--- src/logic/rv_pkg.sv ---
// rv_pkg: widths, opcodes, ALU codes and stage packet types for the RV64 core
`default_nettype none

package rv_pkg;

  localparam int XLEN      = 64;
  localparam int ILEN      = 32;
  localparam int REG_IDX_W = 5;
  localparam int NUM_REGS  = 32;

  localparam logic [XLEN-1:0]      RESET_PC   = '0;
  localparam logic [ILEN-1:0]      PUTCH_INST = 32'h0000_007b;
  localparam logic [REG_IDX_W-1:0] PUTCH_REG  = 5'd10;

  // major opcodes
  localparam logic [6:0] OPC_OP     = 7'b0110011;
  localparam logic [6:0] OPC_OP_IMM = 7'b0010011;
  localparam logic [6:0] OPC_LUI    = 7'b0110111;
  localparam logic [6:0] OPC_LOAD   = 7'b0000011;
  localparam logic [6:0] OPC_STORE  = 7'b0100011;
  localparam logic [6:0] OPC_BRANCH = 7'b1100011;
  localparam logic [6:0] OPC_JAL    = 7'b1101111;

  // alu operations where PASS forwards op2
  localparam logic [2:0] ALU_ADD  = 3'd0;
  localparam logic [2:0] ALU_SUB  = 3'd1;
  localparam logic [2:0] ALU_AND  = 3'd2;
  localparam logic [2:0] ALU_OR   = 3'd3;
  localparam logic [2:0] ALU_XOR  = 3'd4;
  localparam logic [2:0] ALU_PASS = 3'd5;

  //////////////////////////////////////////////////////////////////////
  // instruction formats

  typedef struct packed {
    logic [6:0]           funct7;
    logic [REG_IDX_W-1:0] rs2;
    logic [REG_IDX_W-1:0] rs1;
    logic [2:0]           funct3;
    logic [REG_IDX_W-1:0] rd;
    logic [6:0]           opcode;
  } r_fmt_t;

  typedef struct packed {
    logic [11:0]          imm;
    logic [REG_IDX_W-1:0] rs1;
    logic [2:0]           funct3;
    logic [REG_IDX_W-1:0] rd;
    logic [6:0]           opcode;
  } i_fmt_t;

  typedef struct packed {
    logic [6:0]           imm_hi;
    logic [REG_IDX_W-1:0] rs2;
    logic [REG_IDX_W-1:0] rs1;
    logic [2:0]           funct3;
    logic [4:0]           imm_lo;
    logic [6:0]           opcode;
  } s_fmt_t;

  typedef struct packed {
    logic                 imm_12;
    logic [5:0]           imm_10_5;
    logic [REG_IDX_W-1:0] rs2;
    logic [REG_IDX_W-1:0] rs1;
    logic [2:0]           funct3;
    logic [3:0]           imm_4_1;
    logic                 imm_11;
    logic [6:0]           opcode;
  } b_fmt_t;

  typedef struct packed {
    logic [19:0]          imm;
    logic [REG_IDX_W-1:0] rd;
    logic [6:0]           opcode;
  } u_fmt_t;

  typedef struct packed {
    logic                 imm_20;
    logic [9:0]           imm_10_1;
    logic                 imm_11;
    logic [7:0]           imm_19_12;
    logic [REG_IDX_W-1:0] rd;
    logic [6:0]           opcode;
  } j_fmt_t;

  typedef union packed {
    r_fmt_t r;
    i_fmt_t i;
    s_fmt_t s;
    b_fmt_t b;
    u_fmt_t u;
    j_fmt_t j;
  } inst_u;

  //////////////////////////////////////////////////////////////////////
  // stage packets

  typedef struct packed {
    logic [XLEN-1:0] pc;
    inst_u           inst;
  } fetch_pkt_t;

  typedef struct packed {
    logic [XLEN-1:0]      pc;
    logic [XLEN-1:0]      op1;
    logic [XLEN-1:0]      op2;
    logic [XLEN-1:0]      st_data;
    logic [XLEN-1:0]      imm;
    logic [2:0]           alu_op;
    logic [REG_IDX_W-1:0] rd;
    logic                 rd_wen;
    logic                 is_load;
    logic                 is_store;
    logic                 is_beq;
    logic                 is_bne;
    logic                 is_jal;
    logic                 is_putch;
  } dec_pkt_t;

  typedef struct packed {
    logic [REG_IDX_W-1:0] rd;
    logic                 rd_wen;
    logic [XLEN-1:0]      result;
    logic [XLEN-1:0]      mem_addr;
    logic [XLEN-1:0]      st_data;
    logic                 is_load;
    logic                 is_store;
    logic                 is_putch;
    logic [7:0]           putch_char;
    logic [XLEN-1:0]      next_pc;
  } exe_pkt_t;

  typedef struct packed {
    logic [REG_IDX_W-1:0] idx;
    logic                 en;
    logic [XLEN-1:0]      data;
  } rf_wr_t;

endpackage

`default_nettype wire

--- src/logic/decode_stage.sv ---
// decode_stage: splits the instruction word, reads registers and builds operands
`timescale 1ns/1ns
`default_nettype none

module decode_stage (
  input  wire logic                          i_clk,
  input  wire logic                          i_rst,
  input  wire logic                          i_fetch_req,
  input  wire rv_pkg::fetch_pkt_t            i_fetch_pkt,
  output logic                               o_fetch_ack,
  output logic [rv_pkg::REG_IDX_W-1:0]       o_rs1_idx,
  output logic [rv_pkg::REG_IDX_W-1:0]       o_rs2_idx,
  input  wire logic [rv_pkg::XLEN-1:0]       i_rs1_data,
  input  wire logic [rv_pkg::XLEN-1:0]       i_rs2_data,
  output logic                               o_dec_req,
  output rv_pkg::dec_pkt_t                   o_dec_pkt,
  input  wire logic                          i_dec_ack
);

  rv_pkg::fetch_pkt_t      pkt_q;
  rv_pkg::inst_u           inst;
  rv_pkg::dec_pkt_t        dec_next;
  logic [rv_pkg::XLEN-1:0] imm;
  logic                    use_imm;
  logic                    is_putch;

  assign inst     = pkt_q.inst;
  assign is_putch = (inst == rv_pkg::PUTCH_INST);

  // putch reads a0 through the rs1 port
  assign o_rs1_idx = is_putch ? rv_pkg::PUTCH_REG : inst.r.rs1;
  assign o_rs2_idx = inst.r.rs2;

  // immediate from the format view the opcode picks
  always_comb begin
    case (inst.r.opcode)
      rv_pkg::OPC_OP_IMM, rv_pkg::OPC_LOAD:
        imm = {{52{inst.i.imm[11]}}, inst.i.imm};
      rv_pkg::OPC_STORE:
        imm = {{52{inst.s.imm_hi[6]}}, inst.s.imm_hi, inst.s.imm_lo};
      rv_pkg::OPC_BRANCH:
        imm = {{51{inst.b.imm_12}}, inst.b.imm_12, inst.b.imm_11,
               inst.b.imm_10_5, inst.b.imm_4_1, 1'b0};
      rv_pkg::OPC_LUI:
        imm = {{32{inst.u.imm[19]}}, inst.u.imm, 12'b0};
      rv_pkg::OPC_JAL:
        imm = {{43{inst.j.imm_20}}, inst.j.imm_20, inst.j.imm_19_12,
               inst.j.imm_11, inst.j.imm_10_1, 1'b0};
      default:
        imm = '0;
    endcase
  end

  always_comb begin
    dec_next          = '0;
    use_imm           = 1'b0;
    dec_next.alu_op   = rv_pkg::ALU_ADD;
    dec_next.is_putch = is_putch;
    case (inst.r.opcode)
      rv_pkg::OPC_OP: begin
        dec_next.rd_wen = 1'b1;
        case (inst.r.funct3)
          3'b000:  dec_next.alu_op = inst.r.funct7[5] ? rv_pkg::ALU_SUB : rv_pkg::ALU_ADD;
          3'b100:  dec_next.alu_op = rv_pkg::ALU_XOR;
          3'b110:  dec_next.alu_op = rv_pkg::ALU_OR;
          3'b111:  dec_next.alu_op = rv_pkg::ALU_AND;
          default: dec_next.rd_wen = 1'b0;
        endcase
      end
      // only ADDI of the immediate group
      rv_pkg::OPC_OP_IMM: begin
        dec_next.rd_wen = (inst.i.funct3 == 3'b000);
        use_imm         = 1'b1;
      end
      rv_pkg::OPC_LUI: begin
        dec_next.alu_op = rv_pkg::ALU_PASS;
        dec_next.rd_wen = 1'b1;
        use_imm         = 1'b1;
      end
      rv_pkg::OPC_LOAD: begin
        dec_next.is_load = (inst.i.funct3 == 3'b011);
        dec_next.rd_wen  = dec_next.is_load;
      end
      rv_pkg::OPC_STORE: begin
        dec_next.is_store = (inst.s.funct3 == 3'b011);
      end
      rv_pkg::OPC_BRANCH: begin
        dec_next.is_beq = (inst.b.funct3 == 3'b000);
        dec_next.is_bne = (inst.b.funct3 == 3'b001);
      end
      rv_pkg::OPC_JAL: begin
        dec_next.is_jal = 1'b1;
        dec_next.rd_wen = 1'b1;
      end
      default: ;
    endcase
    dec_next.pc      = pkt_q.pc;
    dec_next.rd      = inst.r.rd;
    dec_next.imm     = imm;
    dec_next.op1     = i_rs1_data;
    dec_next.op2     = use_imm ? imm : i_rs2_data;
    dec_next.st_data = i_rs2_data;
  end

  always_ff @(posedge i_clk) begin
    if (i_rst) begin
      o_fetch_ack <= 1'b0;
      o_dec_req   <= 1'b0;
    end else begin
      o_fetch_ack <= i_fetch_req && !o_fetch_ack && !o_dec_req;
      if (o_fetch_ack) begin
        o_dec_req <= 1'b1;
      end else if (i_dec_ack) begin
        o_dec_req <= 1'b0;
      end
    end
  end

  always_ff @(posedge i_clk) begin
    if (i_fetch_req && !o_fetch_ack && !o_dec_req) begin
      pkt_q <= i_fetch_pkt;
    end
    if (o_fetch_ack) begin
      o_dec_pkt <= dec_next;
    end
  end

endmodule

`default_nettype wire

--- config.mk ---
export PLATFORM = sky130hd
export DESIGN_NAME = decode_stage
export DESIGN_NICKNAME = d
export VERILOG_FILES = /design/src/logic/rv_pkg.sv /design/src/logic/decode_stage.sv
export SDC_FILE = /design/constraint.sdc
export NUM_CORES = 1
export LEC_CHECK = 0
export BUFFER_PORTS_ARGS = -buffer_cell sky130_fd_sc_hd__buf_2
export CORE_AREA = 4 4 307 158
export CTS_CLUSTER_SIZE = 20
export DETAILED_ROUTE_END_ITERATION = 16
export DIE_AREA = 0 0 311 162
export GPL_TIMING_DRIVEN = 1
export PLACE_DENSITY = 0.63
export SLEW_MARGIN = 20
export SYNTH_ARGS = -nofsm -noshare
export SYNTH_HDL_FRONTEND = slang
export SYNTH_SLANG_ARGS = --single-unit
--- constraint.sdc ---
create_clock -name i_clk -period 30.6 [get_ports i_clk]
set_clock_uncertainty 0.05 [all_clocks]
set_input_delay 6.12 -clock i_clk [delete_from_list [all_inputs] [get_ports i_clk]]
set_output_delay 6.12 -clock i_clk [all_outputs]
set_load 0.05 [all_outputs]
After elaboration in Yosys (flattened, before gate mapping)
Index checks and enable logic that the tools add are counted.
Widths: inputs -> output; s select.
{ "op_classes": {"n_reduce_logical": 10, "n_mux": 12, "eq_ne": 13} }
{ "op_table": {"columns": ["cell", "count"], "rows": [
  ["$pmux 64 s5", 1],
  ["$mux 64", 1],
  ["$eq 32x7->1 const B", 1],
  ["$eq 7x6->1 const B", 3],
  ["$eq 7x7->1 const B", 2],
  ["$pmux 3 s4", 1],
  ["$eq 3x3->1 const B", 3],
  ["$eq 7x2->1 const B", 1],
  ["$eq 7x5->1 const B", 1],
  ["$mux 1", 6],
  ["$pmux 3 s2", 1],
  ["$reduce_or 2->1", 3],
  ["$mux 5", 1],
  ["$pmux 1 s4", 1],
  ["$reduce_or 4->1", 1],
  ["$eq 3x1->1 const B", 1],
  ["$eq 3x2->1 const B", 1],
  ["$logic_not 3->1", 1],
  ["$logic_and 1x1->1", 2],
  ["$logic_not 1->1", 2],
  ["$reduce_bool 2->1", 1]
]} }
{ "word_totals": {"output_inout_bits": 347, "input_bits": 228, "register_bits": 433} }

Logic depth before layout (Yosys ltp)
{ "logic_depth": {"word_depth": 4, "ltp_mapped": 8, "mapped_depth_nobuf": 4} }

Least setup slack after synthesis
OpenSTA, ideal clock, no wires.
{ "synth_path": {"path_type": "register -> register", "from": "register o_fetch_ack", "to": "register pkt_q, in the netlist dec_next[271] (enable)", "required_time_ns": 27.900, "stages_incl_launch_ff": 2, "arrival_time_ns": 18.611, "slack_ns": 9.289, "path_cell_list": "dfxtp_1 > nor3b_1"} }
{ "synth_via": {"elab_chain_len": 3} }
{ "synth_rtl": {"columns": ["element", "line", "source"], "rows": [
  ["from (decl)", "decode_stage.sv:10", "output logic o_fetch_ack,"],
  ["from (signal assigned)", "decode_stage.sv:110", "o_fetch_ack <= i_fetch_req && !o_fetch_ack && !o_dec_req;"],
  ["$logic_not 1->1", "decode_stage.sv:120", "if (i_fetch_req && !o_fetch_ack && !o_dec_req) begin"],
  ["$logic_and 1x1->1 (2 in a row)", "decode_stage.sv:120", null],
  ["to (signal assigned)", "decode_stage.sv:121", "pkt_q <= i_fetch_pkt;"],
  ["to (decl)", "decode_stage.sv:20", "rv_pkg::fetch_pkt_t pkt_q;"]
]} }
Every way passes these cells.
A chain may end at the register's enable or synchronous reset.

==> results.md <==
* Cell area after synthesis at 13670 sq um
* # fillers at 4382
* RSZ-0062 raised after global routing: false
* CP bufs+invs at 1
* Vias in the first global route at 8262
* Final Cycle Share at 28.77%
* Pin count of the biggest net entering global routing at 168
* Startpoint Class: flip-flop
* Met3 usage at 5.712%
* Full die area at 50380 sq um
* Ant. Diodes at 0
* CP top delay family: simple AND/OR/NAND/NOR gates
* Yosys cell types at 45
* DR vias at 8123
* Post-synth EDFFs at 399
* Hold_buf cts at 0
* Setup CP Type: reg -> out
* Global-route wire length before repair at 56.51 mm
* Reg area at 12030 sq um
* Max-cap viol count at 0
* Final WL at 39.95 mm
* FF+latch count, synth at 401
* Endpoint type of the worst setup path: output port
* Global route hottest layer: met2
* 1st-pass router iterations at 5
* Critical Path Slowest Stage Cell: or4_1
* I/O Pins at 575
* # port buffers at 574
* GR Layer Usage met2 at 26.86%
* Max-slew headroom at 26.83%
* CP required at 24430 ps
* VDD IR max at 41.69 uV
* Crit path DAT at 2630 ps
* Syn Area/Cell at 20.13 sq um
* Initial antenna violation count at 8
* Hold Vio Cnt, Final at 0
* Core Box Area at 46100 sq um
* Pins Over Slew Limit at 0
* Part of the Yosys area used for sequential elements at 87.97%
* Root Driver: clkbuf_16
* DR WL/cell at 21.32 microns
* Via-to-Cell Ratio at 4.335
* Clk buf depth at 3
* Total track usage at 15.20%
* Worst-margin pin slew at 1098 ps
* CTS buffer count at 38
* H-tree depth at 2
* CTS sink cnt at 401
* Post-synth top flop: edfxtp_1
* Die height at 162 microns
* Initial core utilization at 29.64%
* Syn nets at 907
* Fmax at 0.1136 GHz
* DRC Markers at 0
* Yosys warns at 0
* CTS clk-pin slew, worst paths at 70 ps
* FFs w/ async S/R, synth at 0%
* Min cycle time layout at 8805 ps
* Detail Route Antenna Nets at 0
* Status: finished clean
* Placed Area at 16970 sq um
* Max FO, Critical Path at 4
* Layout cells sized above 1 at 50.51%
* CTS tree: built
* Slack of the critical path at 21800 ps
* Fin area at 18060 sq um
* Met1 Usage GRT at 17.94%
* Num rows at 56
* Post_cts resized at 0
* Power per Cell Area at 66.65 nW/um^2
* Setup TNS at 0 ps
* Leakage at 0.007349 uW
* Dpl hpwl at 29.88 mm
* Grt total ovfl at 0
* Hold Crit Class: reg -> reg
* Max incr delay on CP at 590 ps
* Place WS at 22360 ps
* Setup violators final at 0
* Die Span X at 311 microns
* DRT iter0 DRCs at 557
* Nets at 1467
* Area growth from synthesis to layout at 32.15%
* # Post-CTS Setup Buffers at 0
* GP Congestion at 0.8743
* Clock Latency Late Sink at 550 ps
* Post-Synthesis Cells at 679
* Area of the multi-input gates at 1236 sq um
* Crit path cell chain: or4_1, or3_1, nor3_2, or2_1, buf_2
path summary, 6_finish.rpt:
check,from,endpoint,slack (ps),depth (start not counted)
min,dec_next[317],o_dec_pkt[317],370,0
min reg2reg,dec_next[317],o_dec_pkt[317],370,0
max reg2reg,inst[6],o_dec_pkt[177],27860,5
max,inst[26],o_rs1_idx[1],21800,5
where the power goes:
group | total (uW) | switching (uW) | internal, uW
clock network | 429 | 199 | 230
registers | 647 | 9.94 | 638
logic | 127 | 99.7 | 27.6
kinds of logic after synthesis:
family | Yosys count | synth area share, %
DFF | 401 | 87.97
and+or+nand+nor | 130 | 4.642
AOI/OAI and AO/OA | 81 | 4.065
buffers and inverters | 64 | 3.095
muxes | 2 | 0.1648
xor gates and xnor gates | 1 | 0.06410
per-layer routing:
metal	part of all wire [%]	vias up	routed length, microns
met1	39	4025	15630
met2	51	328	20390
met3	8.1	63	3231
met4	1.6	10	631
met5	0.19	-	77
li1	-	3697	-
synthesized netlist by cell type, types with 3 or more instances:
master / count / area share (%)
buf_2: 11 / 0.40
o21ai_0: 7 / 0.26
a31oi_1: 11 / 0.50
inv_1: 3 / 0.082
or3_1: 3 / 0.14
nor2_1: 29 / 0.80
a21oi_1: 11 / 0.40
edfxtp_1: 399 / 88
a22o_1: 5 / 0.32
nand2_1: 58 / 1.6
and2_1: 11 / 0.50
clkbuf_1: 8 / 0.22
nor4_1: 5 / 0.23
buf_4: 39 / 2.1
a21o_1: 34 / 1.9
o21ai_1: 4 / 0.15
buf_6: 3 / 0.25
state kept, by name, indices dropped and copies added, names as in the netlist:
signal	count
o_dec_req	1
o_dec_pkt	303
o_fetch_ack	1
dec_next	64
inst	32
cell type report:
class                      instances  share of cell area (%)
timing repair buffer             581                   16.27
sequential                       401                   66.59
clock buffer                      51                   5.536
inverter                           3                 0.06236
tap                              609                   4.219
clock inverter                    15                  0.4781
multi-input combinational        214                   6.845
metrics by stage:
step | instances | power [uW] | hold WS, ps | utilization (%)
after floorplan | 679 | 754.3 | 350.3 | -
after global placement | 1808 | 785.6 | 350.3 | 36.81
after detailed placement | 1808 | 788.6 | 354.5 | 36.81
after CTS | 1874 | 1224 | 366.8 | 39.17
after global routing | 1874 | 1256 | 366.1 | 39.17
final | 1874 | 1204 | 365.5 | 39.17
cell usage in the layout (no fill, tap or decap), types with 2 or more instances in the layout:
cell type / count
nor2_1: 29
a22o_1: 5
nand4_1: 2
or4_1: 2
o21a_1: 2
o21ai_0: 7
nor4_1: 5
or3_1: 3
nor3b_2: 2
a31oi_1: 11
and2_1: 11
or2_1: 2
buf_2: 574
nand2_1: 58
inv_1: 3
nor3_2: 2
nand3b_1: 2
a21oi_1: 11
mux2_2: 2
o21ai_1: 4
clkinv_2: 2
a21o_1: 34
clkbuf_1: 13
edfxtp_1: 399
clkbuf_16: 38
clkinv_1: 9
buf_4: 6
nor3_1: 2
inv_6: 2
No activity file was read; power rests on OpenSTA's default activity.
