[config.mk]
export PLATFORM = sky130hd
export DESIGN_NAME = fetch_stage
export DESIGN_NICKNAME = d
export VERILOG_FILES = /design/src/logic/rv_pkg.sv /design/src/logic/fetch_stage.sv
export SDC_FILE = /design/constraint.sdc
export NUM_CORES = 1
export LEC_CHECK = 0
export ABC_AREA = 1
export BUFFER_PORTS_ARGS = -buffer_cell sky130_fd_sc_hd__buf_2
export CORE_UTILIZATION = 46
export DETAILED_ROUTE_END_ITERATION = 8
export PLACE_DENSITY = 0.8
export SLEW_MARGIN = 20
export SYNTH_ARGS = -nofsm -noshare
export SYNTH_HDL_FRONTEND = slang
export SYNTH_SLANG_ARGS = --single-unit
[constraint.sdc]
create_clock -name i_clk -period 3.91 [get_ports i_clk]
set_clock_uncertainty 0.15 [all_clocks]
set_input_delay 0.1955 -clock i_clk [delete_from_list [all_inputs] [get_ports i_clk]]
set_output_delay 0.1955 -clock i_clk [all_outputs]
set_load 0.05 [all_outputs]
[src/logic/rv_pkg.sv]
// rv_pkg: widths, opcodes, ALU codes and stage packet types for the RV64 core
`default_nettype none

package rv_pkg;

  localparam int XLEN      = 64;
  localparam int ILEN      = 32;
  localparam int REG_IDX_W = 5;
  localparam int NUM_REGS  = 32;

  localparam logic [XLEN-1:0]      RESET_PC   = '0;
  localparam logic [ILEN-1:0]      PUTCH_INST = 32'h0000_007b;
  localparam logic [REG_IDX_W-1:0] PUTCH_REG  = 5'd10;

  // major opcodes
  localparam logic [6:0] OPC_OP     = 7'b0110011;
  localparam logic [6:0] OPC_OP_IMM = 7'b0010011;
  localparam logic [6:0] OPC_LUI    = 7'b0110111;
  localparam logic [6:0] OPC_LOAD   = 7'b0000011;
  localparam logic [6:0] OPC_STORE  = 7'b0100011;
  localparam logic [6:0] OPC_BRANCH = 7'b1100011;
  localparam logic [6:0] OPC_JAL    = 7'b1101111;

  // alu operations where PASS forwards op2
  localparam logic [2:0] ALU_ADD  = 3'd0;
  localparam logic [2:0] ALU_SUB  = 3'd1;
  localparam logic [2:0] ALU_AND  = 3'd2;
  localparam logic [2:0] ALU_OR   = 3'd3;
  localparam logic [2:0] ALU_XOR  = 3'd4;
  localparam logic [2:0] ALU_PASS = 3'd5;

  //////////////////////////////////////////////////////////////////////
  // instruction formats

  typedef struct packed {
    logic [6:0]           funct7;
    logic [REG_IDX_W-1:0] rs2;
    logic [REG_IDX_W-1:0] rs1;
    logic [2:0]           funct3;
    logic [REG_IDX_W-1:0] rd;
    logic [6:0]           opcode;
  } r_fmt_t;

  typedef struct packed {
    logic [11:0]          imm;
    logic [REG_IDX_W-1:0] rs1;
    logic [2:0]           funct3;
    logic [REG_IDX_W-1:0] rd;
    logic [6:0]           opcode;
  } i_fmt_t;

  typedef struct packed {
    logic [6:0]           imm_hi;
    logic [REG_IDX_W-1:0] rs2;
    logic [REG_IDX_W-1:0] rs1;
    logic [2:0]           funct3;
    logic [4:0]           imm_lo;
    logic [6:0]           opcode;
  } s_fmt_t;

  typedef struct packed {
    logic                 imm_12;
    logic [5:0]           imm_10_5;
    logic [REG_IDX_W-1:0] rs2;
    logic [REG_IDX_W-1:0] rs1;
    logic [2:0]           funct3;
    logic [3:0]           imm_4_1;
    logic                 imm_11;
    logic [6:0]           opcode;
  } b_fmt_t;

  typedef struct packed {
    logic [19:0]          imm;
    logic [REG_IDX_W-1:0] rd;
    logic [6:0]           opcode;
  } u_fmt_t;

  typedef struct packed {
    logic                 imm_20;
    logic [9:0]           imm_10_1;
    logic                 imm_11;
    logic [7:0]           imm_19_12;
    logic [REG_IDX_W-1:0] rd;
    logic [6:0]           opcode;
  } j_fmt_t;

  typedef union packed {
    r_fmt_t r;
    i_fmt_t i;
    s_fmt_t s;
    b_fmt_t b;
    u_fmt_t u;
    j_fmt_t j;
  } inst_u;

  //////////////////////////////////////////////////////////////////////
  // stage packets

  typedef struct packed {
    logic [XLEN-1:0] pc;
    inst_u           inst;
  } fetch_pkt_t;

  typedef struct packed {
    logic [XLEN-1:0]      pc;
    logic [XLEN-1:0]      op1;
    logic [XLEN-1:0]      op2;
    logic [XLEN-1:0]      st_data;
    logic [XLEN-1:0]      imm;
    logic [2:0]           alu_op;
    logic [REG_IDX_W-1:0] rd;
    logic                 rd_wen;
    logic                 is_load;
    logic                 is_store;
    logic                 is_beq;
    logic                 is_bne;
    logic                 is_jal;
    logic                 is_putch;
  } dec_pkt_t;

  typedef struct packed {
    logic [REG_IDX_W-1:0] rd;
    logic                 rd_wen;
    logic [XLEN-1:0]      result;
    logic [XLEN-1:0]      mem_addr;
    logic [XLEN-1:0]      st_data;
    logic                 is_load;
    logic                 is_store;
    logic                 is_putch;
    logic [7:0]           putch_char;
    logic [XLEN-1:0]      next_pc;
  } exe_pkt_t;

  typedef struct packed {
    logic [REG_IDX_W-1:0] idx;
    logic                 en;
    logic [XLEN-1:0]      data;
  } rf_wr_t;

endpackage

`default_nettype wire

[src/logic/fetch_stage.sv]
// fetch_stage: holds the pc, reads one instruction per retire and passes it to decode
`timescale 1ns/1ns
`default_nettype none

module fetch_stage (
  input  wire logic                     i_clk,
  input  wire logic                     i_rst,
  input  wire logic                     i_retire,
  input  wire logic [rv_pkg::XLEN-1:0]  i_next_pc,
  output logic                          o_ibus_req,
  output logic [rv_pkg::XLEN-1:0]       o_ibus_addr,
  input  wire logic                     i_ibus_ack,
  input  wire logic [rv_pkg::ILEN-1:0]  i_ibus_rdata,
  output logic                          o_fetch_req,
  output rv_pkg::fetch_pkt_t            o_fetch_pkt,
  input  wire logic                     i_fetch_ack
);

  logic [rv_pkg::XLEN-1:0] pc_q;
  // first request after reset
  logic                    boot_q;

  assign o_ibus_addr = pc_q;

  always_ff @(posedge i_clk) begin
    if (i_rst) begin
      pc_q        <= rv_pkg::RESET_PC;
      boot_q      <= 1'b1;
      o_ibus_req  <= 1'b0;
      o_fetch_req <= 1'b0;
    end else begin
      boot_q <= 1'b0;
      if (boot_q || i_retire) begin
        o_ibus_req <= 1'b1;
      end else if (o_ibus_req && i_ibus_ack) begin
        o_ibus_req <= 1'b0;
      end
      if (i_retire) begin
        pc_q <= i_next_pc;
      end
      if (o_ibus_req && i_ibus_ack) begin
        o_fetch_req <= 1'b1;
      end else if (i_fetch_ack) begin
        o_fetch_req <= 1'b0;
      end
    end
  end

  always_ff @(posedge i_clk) begin
    if (o_ibus_req && i_ibus_ack) begin
      o_fetch_pkt.pc   <= pc_q;
      o_fetch_pkt.inst <= i_ibus_rdata;
    end
  end

endmodule

`default_nettype wire

* Word-level counts from Yosys, hierarchy flattened
Index checks and enable logic that the tools add are counted.
Storage, ports and cells: register bits 163, input bits 101
Cells by class: multiplexer cells 5, reductions and logical operators 4
Operators by type and width (count):
- $mux 1 | 5
- $reduce_bool 2->1 | 2
- $logic_and 1x1->1 | 1
- $logic_or 1x1->1 | 1

* Longest topological paths before layout
Gate-level depths: netlist of run 1.
depth in word-level cells 3, mapped depth 5, depth with buffers taken out 3

* Worst setup path after synthesis of run 1
No wires, ideal clock.
kind register to register, start register o_ibus_req, end register o_fetch_pkt[0] (netlist name) (enable), setup time 449 ps, arrival 2641 ps, path slack 669 ps, cell stages (with the launch flop) 3, buffers on the path 0, clock period less this slack 3241 ps, cells stage by stage dfxtp_1 -> nand2_1 -> inv_1
Between the ends: cells in the longest elaborated chain, start to end 1
RTL lines:
- from (decl) | line fetch_stage.sv:10 | output logic o_ibus_req,
- from (signal assigned) | line fetch_stage.sv:29 | o_ibus_req <= 1'b0;
- from (signal assigned) | line fetch_stage.sv:34 | o_ibus_req <= 1'b1;
- from (signal assigned) | line fetch_stage.sv:36 | o_ibus_req <= 1'b0;
- $logic_and 1x1->1 | line fetch_stage.sv:50 | if (o_ibus_req && i_ibus_ack) begin
- to (decl) | line fetch_stage.sv:15 | output rv_pkg::fetch_pkt_t o_fetch_pkt,
Every way passes these cells. A chain may end at the register's enable or synchronous reset.

* Worst setup path in the final report of run 1
start input port i_ibus_ack, end register o_fetch_pkt[82] (netlist name) (enable)
Between the ends: cells in the longest elaborated chain, start to end 1
RTL lines:
- from (decl) | line fetch_stage.sv:12 | input wire logic i_ibus_ack,
- $logic_and 1x1->1 | line fetch_stage.sv:50
Every way passes these cells.

==> results of run 1 <==
power by group:
| part | total, W | internal [W] | switching (W) |
|---|---|---|---|
| combinational | 0.000651 | 0.000190 | 0.000461 |
| sequential | 0.00196 | 0.00192 | 0.0000468 |
| clock | 0.00157 | 0.000931 | 0.000635 |
| total | 0.00418 | 0.00304 | 0.00114 |
layout make-up:
type / instances / area [um^2] / area share (%)
clock buffers: 20 / 436.7 / 5.262
repair buffers: 361 / 2305 / 27.77
clock inverters: 12 / 115.1 / 1.387
multi-input cells: 198 / 1002 / 12.08
inverters: 5 / 36.28 / 0.4373
well taps: 143 / 178.9 / 2.156
flip-flops and latches: 163 / 4224 / 50.90
cells by family (layout without fill, tap and decap cells):
group | after synthesis | in the layout | synth area share, %
flip-flops | 163 | 163 | 77.02
AND/OR/NAND/NOR | 132 | 132 | 12.18
AO/OA/AOI/OAI | 66 | 66 | 6.092
buffers and inverters | 24 | 398 | 4.700
per-layer routing:
metal / GRT usage, % / part of all wire (%) / vias up / wire [um]
li1: - / - / 2040 / -
met1: 25.75 / 37 / 2071 / 5368
met2: 44.79 / 53 / 219 / 7734
met5: 0 / 0 / - / 0
met4: 10.36 / 2.6 / 0 / 386
met3: 7.709 / 7.8 / 30 / 1142
worst min-delay path, stage by stage:
cell	delay, ps
buf_4	310
o21ai_1	210
nor2_1	40
flip-flops by register name (all words and copies together) (netlist names):
register / cells
o_ibus_addr: 64
boot_q: 1
o_fetch_pkt: 96
o_fetch_req: 1
o_ibus_req: 1
worst min path at each step:
stage | from | endpoint | slack, ps | depth (start not counted)
6_report | i_retire | o_ibus_addr[60] | 270 | 3
4_1_cts | o_ibus_addr[38] | o_fetch_pkt[70] | 300 | 0
5_1_grt | i_retire | o_ibus_addr[21] | 280 | 3
3_5_place_dp | i_rst | boot_q | 210 | 1
2_1_floorplan | i_rst | boot_q | 70 | 0
3_3_place_gp | i_rst | boot_q | 210 | 1
through the flow:
step,cell area (um^2),total power [W]
finish,8298,0.004183
global route,8298,0.004309
CTS,8293,0.004185
detailed placement,6750,0.002564
global placement,6750,0.002550
floorplan,5484,0.002414
cells in the final DEF (no fill, tap or decap), types with 6 or more instances in the layout:
| master | Yosys | final |
|---|---|---|
| nor2_2 | 60 | 60 |
| clkbuf_16 | 0 | 17 |
| o21ai_0 | 41 | 41 |
| nor2_1 | 66 | 66 |
| dfxtp_1 | 67 | 67 |
| buf_2 | 6 | 261 |
| o21ai_1 | 23 | 23 |
| edfxtp_1 | 96 | 96 |
| dlygate4sd3_1 | 0 | 99 |
| clkinv_2 | 0 | 6 |
what timing repair did:
action / in CTS / in global routing
hold buffers: 99 / 0
gates resized for setup: 0 / 0
endpoints found under the setup margin: 0 / 0
endpoints found under the hold margin: 99 / 0
==> flow_summary.yaml, run 1 <==
placement:
  dp_hpwl_um: 8102
  dp_slack_ps: 1886
  place_inst: 771
  place.gp.congestion: 0.7500
  port_buffers: 262
global_route:
  grt_pass1_wl_um: 22850
  grt-ovfl-total: 0
  antenna_found_initial: 0
  grt_max_degree: 97
  grt_usage_pct: 24.48
  grt_pass1_vias: 4384
clock_tree:
  path_clk_slew_ps: 60
  post_cts_buffers: 0
  cts_max_level: 4
  cts_buffers: 17
  cts_buffer_depth: 2
  cts_tree: "done"
  cts.sinks: 163
  cts_root_buffer: "clkbuf_16"
  clkLatencyLatePin_ps: 410
run_status:
  violations: "DRC"
  status: "finished with violations"
cells_and_area:
  syn_to_final_growth_pct: 51.31
  layout.cells.non_filler: 902
  fillCellCount: 731
  layout-drive-gt1-share_pct: 46.90
  utilization_pct: 72.06
  antennaDiodeCount: 0
  num-nets-final: 847
pwr:
  p_leak_nw: 3.675
  ir_drop_mv: 0.3804
  cellPowerDensity_nw_per_um2: 504.0
floorplan:
  die_h_um: 111.2
  design.core.area_um2: 11520
  die_area_um2: 12360
  die_x_um: 111.2
  initial_core_util_pct: 47.62
  io_pins: 263
  rows: 39
setup_path:
  rr_endpoint: "o_fetch_pkt[82]"
  max_stage_delay_ps: 600
  cp.buffers_inverters: 3
  path_cells: "dlygate4sd3_1, buf_2, nand2_1, inv_6"
  path_max_fanout: 96
  regToRegStartpoint: "o_ibus_req"
  path_depth: 4
  cp_slowest_cell: "inv_6"
  crit_family: "buffers and inverters"
  cp-end-kind: "register"
  start_kind: "input pin"
  reg2reg_slack_ps: 2160
  cp.required_ps: 3790
  setup.worst_path.end: "o_fetch_pkt[82]"
  startpoint: "i_ibus_ack"
  worst_ep_arrival_time_ps: 1700
  worstSetupPathType: "input pin to register"
  reg2reg_depth: 2
sta:
  tightest_slew_ps: 915.8
  layout_min_cycle_time_ps: 1813
  setup-tns-final_ps: 0
  fmax_mhz: 551.5
  setup_viol: 0
  fin_ws_ps: 2097
  whs_ps: 267.2
  timing.final.max_slew_violations: 0
  grt_setup_unrepaired: "false"
  relSlewSlack_pct: 38.95
  fin_crit_sh_pct: 46.38
  hold_viol_final: 0
route:
  viasPerCell: 4.834
  ant_nets: 0
  dr.pass1.iters: 6
  drt_iter0_markers: 269
  wl_per_cell_um: 16.22
  drcViolationCount: 40
  vias: 4360
  drt-total-wl_um: 14630
synth:
  synth_cells: 385
  synth_area_leaders: "edfxtp_1, dfxtp_1, nor2_2"
  ys_warn_count: 0
  syn-num-nets: 486
  async_reset_ff_share_pct: 0
  synthTopCellsByCount: "edfxtp_1, dfxtp_1, nor2_1, nor2_2, o21ai_0"
  synth-seq-cells: 163
  post-synth-top-count-cell: "edfxtp_1"
  ys_seq_area_share_pct: 77.02
  synth_flop_cell: "edfxtp_1"
  synth_top_area_cell: "edfxtp_1"
  synth_cell_type_count: 18
  syn_area_um2: 5484
  synth.avg_cell_area_um2: 14.24
  synth_top_area_share_pct: 52.57
  synth-edff-count: 96
job:
  cap_violations: 0
worst_hold_path:
  hold_path_class: "input pin to register"
Note: power is estimated with default switching activity, not from simulation.
==> inputs of run 2 (changes only) <==
Settings changed: ABC_AREA 1 to 0, CORE_UTILIZATION 46 to 41, PLACE_DENSITY 0.8 to 0.76.
Clock period 3.91 ns to 1.5 ns, I/O delays scaled along.
==> flow_summary.yaml, run 2 <==
floorplan:
  rows: 41
  initial_core_util_pct: 41.85
  io_pins: 263
  die_x_um: 115.3
  die_h_um: 115.3
synth:
  synthTopCellsByCount: "edfxtp_1, dfxtp_1, nor2_1, mux2i_1, clkbuf_1"
  synth_cell_type_count: 13
  synth.avg_cell_area_um2: 16.86
  syn_area_um2: 5260
  async_reset_ff_share_pct: 0
  synth_flop_cell: "edfxtp_1"
  synth-edff-count: 96
  synth_cells: 312
  syn-num-nets: 413
  synth_top_area_share_pct: 54.80
  ys_seq_area_share_pct: 80.30
  synth_area_leaders: "edfxtp_1, dfxtp_1, mux2i_1"
  synth-seq-cells: 163
  synth_top_area_cell: "edfxtp_1"
  post-synth-top-count-cell: "edfxtp_1"
  ys_warn_count: 0
run_status:
  status: "did not finish"
  failing_step: "clock tree synthesis"
  stop_error: "[ERROR RSZ-0060] Max buffer count reached."
clock_tree:
  post_cts_buffers: 0
  cts_root_buffer: "clkbuf_16"
  cts.sinks: 163
  cts_max_level: 4
  holdBufCountCts: 155
  cts_buffers: 17
  cts.repair.resized: 0
  cts_buffer_depth: 2
placement:
  dp_hpwl_um: 7989
  place_inst: 738
  place.gp.congestion: 0.7098
  port_buffers: 262
## run 2: cell types whose count changed after synthesis, sizes merged
cell and delta:
mux2i +64, nor2 -64, o21ai -64, buf -10, clkbuf +6, inv -4
nand2 -2, nand2b +2, dlymetal6s2s -1
## run 2: stage by stage
| stage | cell area (um^2) | setup WS [ps] | hold WS (ps) | TNS [ps] | utilization, % |
|---|---|---|---|---|---|
| after detailed placement | 6790 | 226.3 | 103.1 | 0 | 54.03 |
| after global placement | 6790 | 245.9 | 103.2 | 0 | 54.03 |
| after floorplan | 5275 | -910.8 | -47.28 | -87430 | - |
## run 2: kinds of logic after synthesis
kind of cell,after synthesis,share of synthesized area (%)
flip-flops,163,80.30
AND/OR/NAND/NOR,68,4.947
AO/OA/AOI/OAI,2,0.1903
buffers and inverters,15,2.378
multiplexers,64,12.18
==> inputs of run 3 (changes only) <==
Settings changed: CORE_UTILIZATION 41 to 37, PLACE_DENSITY 0.76 to default, PLACE_DENSITY_LB_ADDON from default to 0.15.
Clock period 1.5 ns to 2 ns, I/O delays scaled along.
==> flow_summary.yaml, run 3 <==
synth:
  synth_cell_type_count: 13
  post-synth-top-count-cell: "edfxtp_1"
  synth.avg_cell_area_um2: 16.86
  synth_top_area_share_pct: 54.80
  synth_area_leaders: "edfxtp_1, dfxtp_1, mux2i_1"
  ys_warn_count: 0
  synth_cells: 312
  ys_seq_area_share_pct: 80.30
  synthXorXnorAreaFrac_pct: 0
  synthSimpleGateAreaFrac_pct: 4.948
  muxShareOfSynthArea_pct: 12.18
  syn_area_um2: 5260
  synth_compound_area_share_pct: 0.1903
  synth-seq-cells: 163
  synth_flop_cell: "edfxtp_1"
  synth_top_family_by_area: "multiplexers"
  syn-num-nets: 413
  synth-edff-count: 96
  synthAdderAreaFrac_pct: 0
  synthTopCellsByCount: "edfxtp_1, dfxtp_1, nor2_1, mux2i_1, clkbuf_1"
  async_reset_ff_share_pct: 0
  synth_top_area_cell: "edfxtp_1"
sta:
  timing.final.max_slew_violations: 0
  grt_setup_unrepaired: "false"
  tightest_slew_ps: 438.6
  fin_crit_sh_pct: 76.28
  setup_viol: 0
  relSlewSlack_pct: 70.76
  fin_ws_ps: 474.3
  fmax_mhz: 655.5
  hold_viol_final: 0
  layout_min_cycle_time_ps: 1526
clock_tree:
  cts.sinks: 163
  cts_max_level: 4
  holdBufCountCts: 100
  cts_buffers: 17
  post_cts_buffers: 0
  cts_tree: "done"
  clkLatencyLatePin_ps: 410
  cts.repair.resized: 0
  path_clk_slew_ps: 60
  cts_root_buffer: "clkbuf_16"
  cts_buffer_depth: 2
pwr:
  ir_drop_mv: 0.5598
  switching_share_pct: 24.80
  power_frac_seq_pct: 43.9
  p_comb_share_pct: 14.4
  intPower_w: 0.006547
  clkPwrFrac_pct: 41.7
  p_leak_nw: 3.839
  p_sw_w: 0.002159
  p_total_w: 0.008706
  cellPowerDensity_nw_per_um2: 1030
route:
  viasPerCell: 4.371
  drt_iter0_markers: 166
  drcViolationCount: 0
  wl_per_cell_um: 14.38
  drt-total-wl_um: 12610
  dr.pass1.iters: 4
  vias: 3833
  ant_nets: 0
floorplan:
  die_x_um: 121.2
  design.core.area_um2: 13880
  rows: 43
  die_h_um: 121.2
  initial_core_util_pct: 37.89
  die_area_um2: 14700
  io_pins: 263
setup_path:
  path_cells: "dlygate4sd3_1, buf_2, buf_12, a21oi_1, dlygate4sd3_1"
  path_max_fanout: 67
  worstSetupPathType: "input pin to register"
  cp-end-kind: "register"
  cp_slowest_cell: "dlygate4sd3_1"
  worst_ep_arrival_time_ps: 1670
  cp.required_ps: 2150
  max_stage_delay_ps: 570
  crit_top_cell: "dlygate4sd3_1"
  start_kind: "input pin"
global_route:
  grt_pass1_wl_um: 18860
  grt_usage_pct: 17.20
  grt_pass1_vias: 3790
  antenna_found_initial: 0
  grt_max_degree: 78
  grt-ovfl-total: 0
job:
  cap_violations: 0
placement:
  dp_hpwl_um: 8068
  placed_area_um2: 6780
  dp_slack_ps: 623.1
  place.gp.congestion: 0.6769
  place_inst: 745
  port_buffers: 262
cells_and_area:
  utilization_pct: 60.87
  layout-drive-gt1-share_pct: 42.75
  top_register: "o_fetch_pkt"
  fin_area_um2: 8449
  layout.cells.non_filler: 877
  antennaDiodeCount: 0
  layout_commonest_cell: "buf_2"
  num-nets-final: 785
  most-common-layout-cells: "buf_2, dlygate4sd3_1, edfxtp_1"
  syn_to_final_growth_pct: 60.63
  largest_reg_flops: 96
run_status:
  status: "completed"
worst_hold_path:
  hold_path_class: "input pin to register"
==> run 3: cell counts after synthesis <==
Identical to the previous run, type by type.
==> run 3: cell type report <==
class | count | area, um^2
clock buffer | 22 | 464.2
timing repair buffer | 367 | 2402
clock inverter | 10 | 203.9
fill | 1103 | 5431
inverter | 1 | 7.507
tap | 180 | 225.2
sequential | 163 | 4228
multi-input combinational | 134 | 918.4
==> run 3: worst paths after layout <==
| path | startpoint | to | slack (ps) | cells after the start |
|---|---|---|---|---|
| setup / recovery | i_rst | o_fetch_req | 470 | 5 |
| hold / removal | i_retire | o_ibus_addr[13] | 20 | 3 |
| setup reg to reg | o_ibus_req | o_fetch_pkt[86] | 610 | 3 |
| hold reg to reg | o_ibus_addr[30] | o_fetch_pkt[62] | 300 | 0 |
==> run 3: kinds of logic (layout without fill, tap and decap cells) <==
kind of cell | after synthesis | count (layout)
buf+inv | 15 | 400
flops | 163 | 163
compound gates | 2 | 2
simple gates | 68 | 68
mux | 64 | 64
==> run 3: metal layers <==
metal  wire, um  global-route usage (%)
met5          0                       0
met4        254                   7.176
met3       1207                   7.613
met2       6185                   28.86
met1       4967                   18.89
==> run 3: worst max-delay path: cells and delay by family <==
family                 cells  cell delay (ps)
buffers and inverters      4             1500
AO/OA/AOI/OAI              1               70
==> run 3: metrics by stage <==
| step | hold WS [ps] | setup TNS, ps |
|---|---|---|
| floorplan | -22.28 | -39430 |
| global placement | 126.7 | 0 |
| detailed placement | 128.3 | 0 |
| CTS | 2.315 | 0 |
| global route | 6.275 | 0 |
| finish | 16.41 | 0 |
==> run 3: power groups by stage <==
stage	Clock, W	Sequential [W]	Combinational [W]
after floorplan	0	0.00448	0.000200
after global placement	0	0.00388	0.00109
after detailed placement	0	0.00389	0.00110
after CTS	0.00371	0.00382	0.00126
after global routing	0.00385	0.00384	0.00132
final	0.00363	0.00382	0.00125
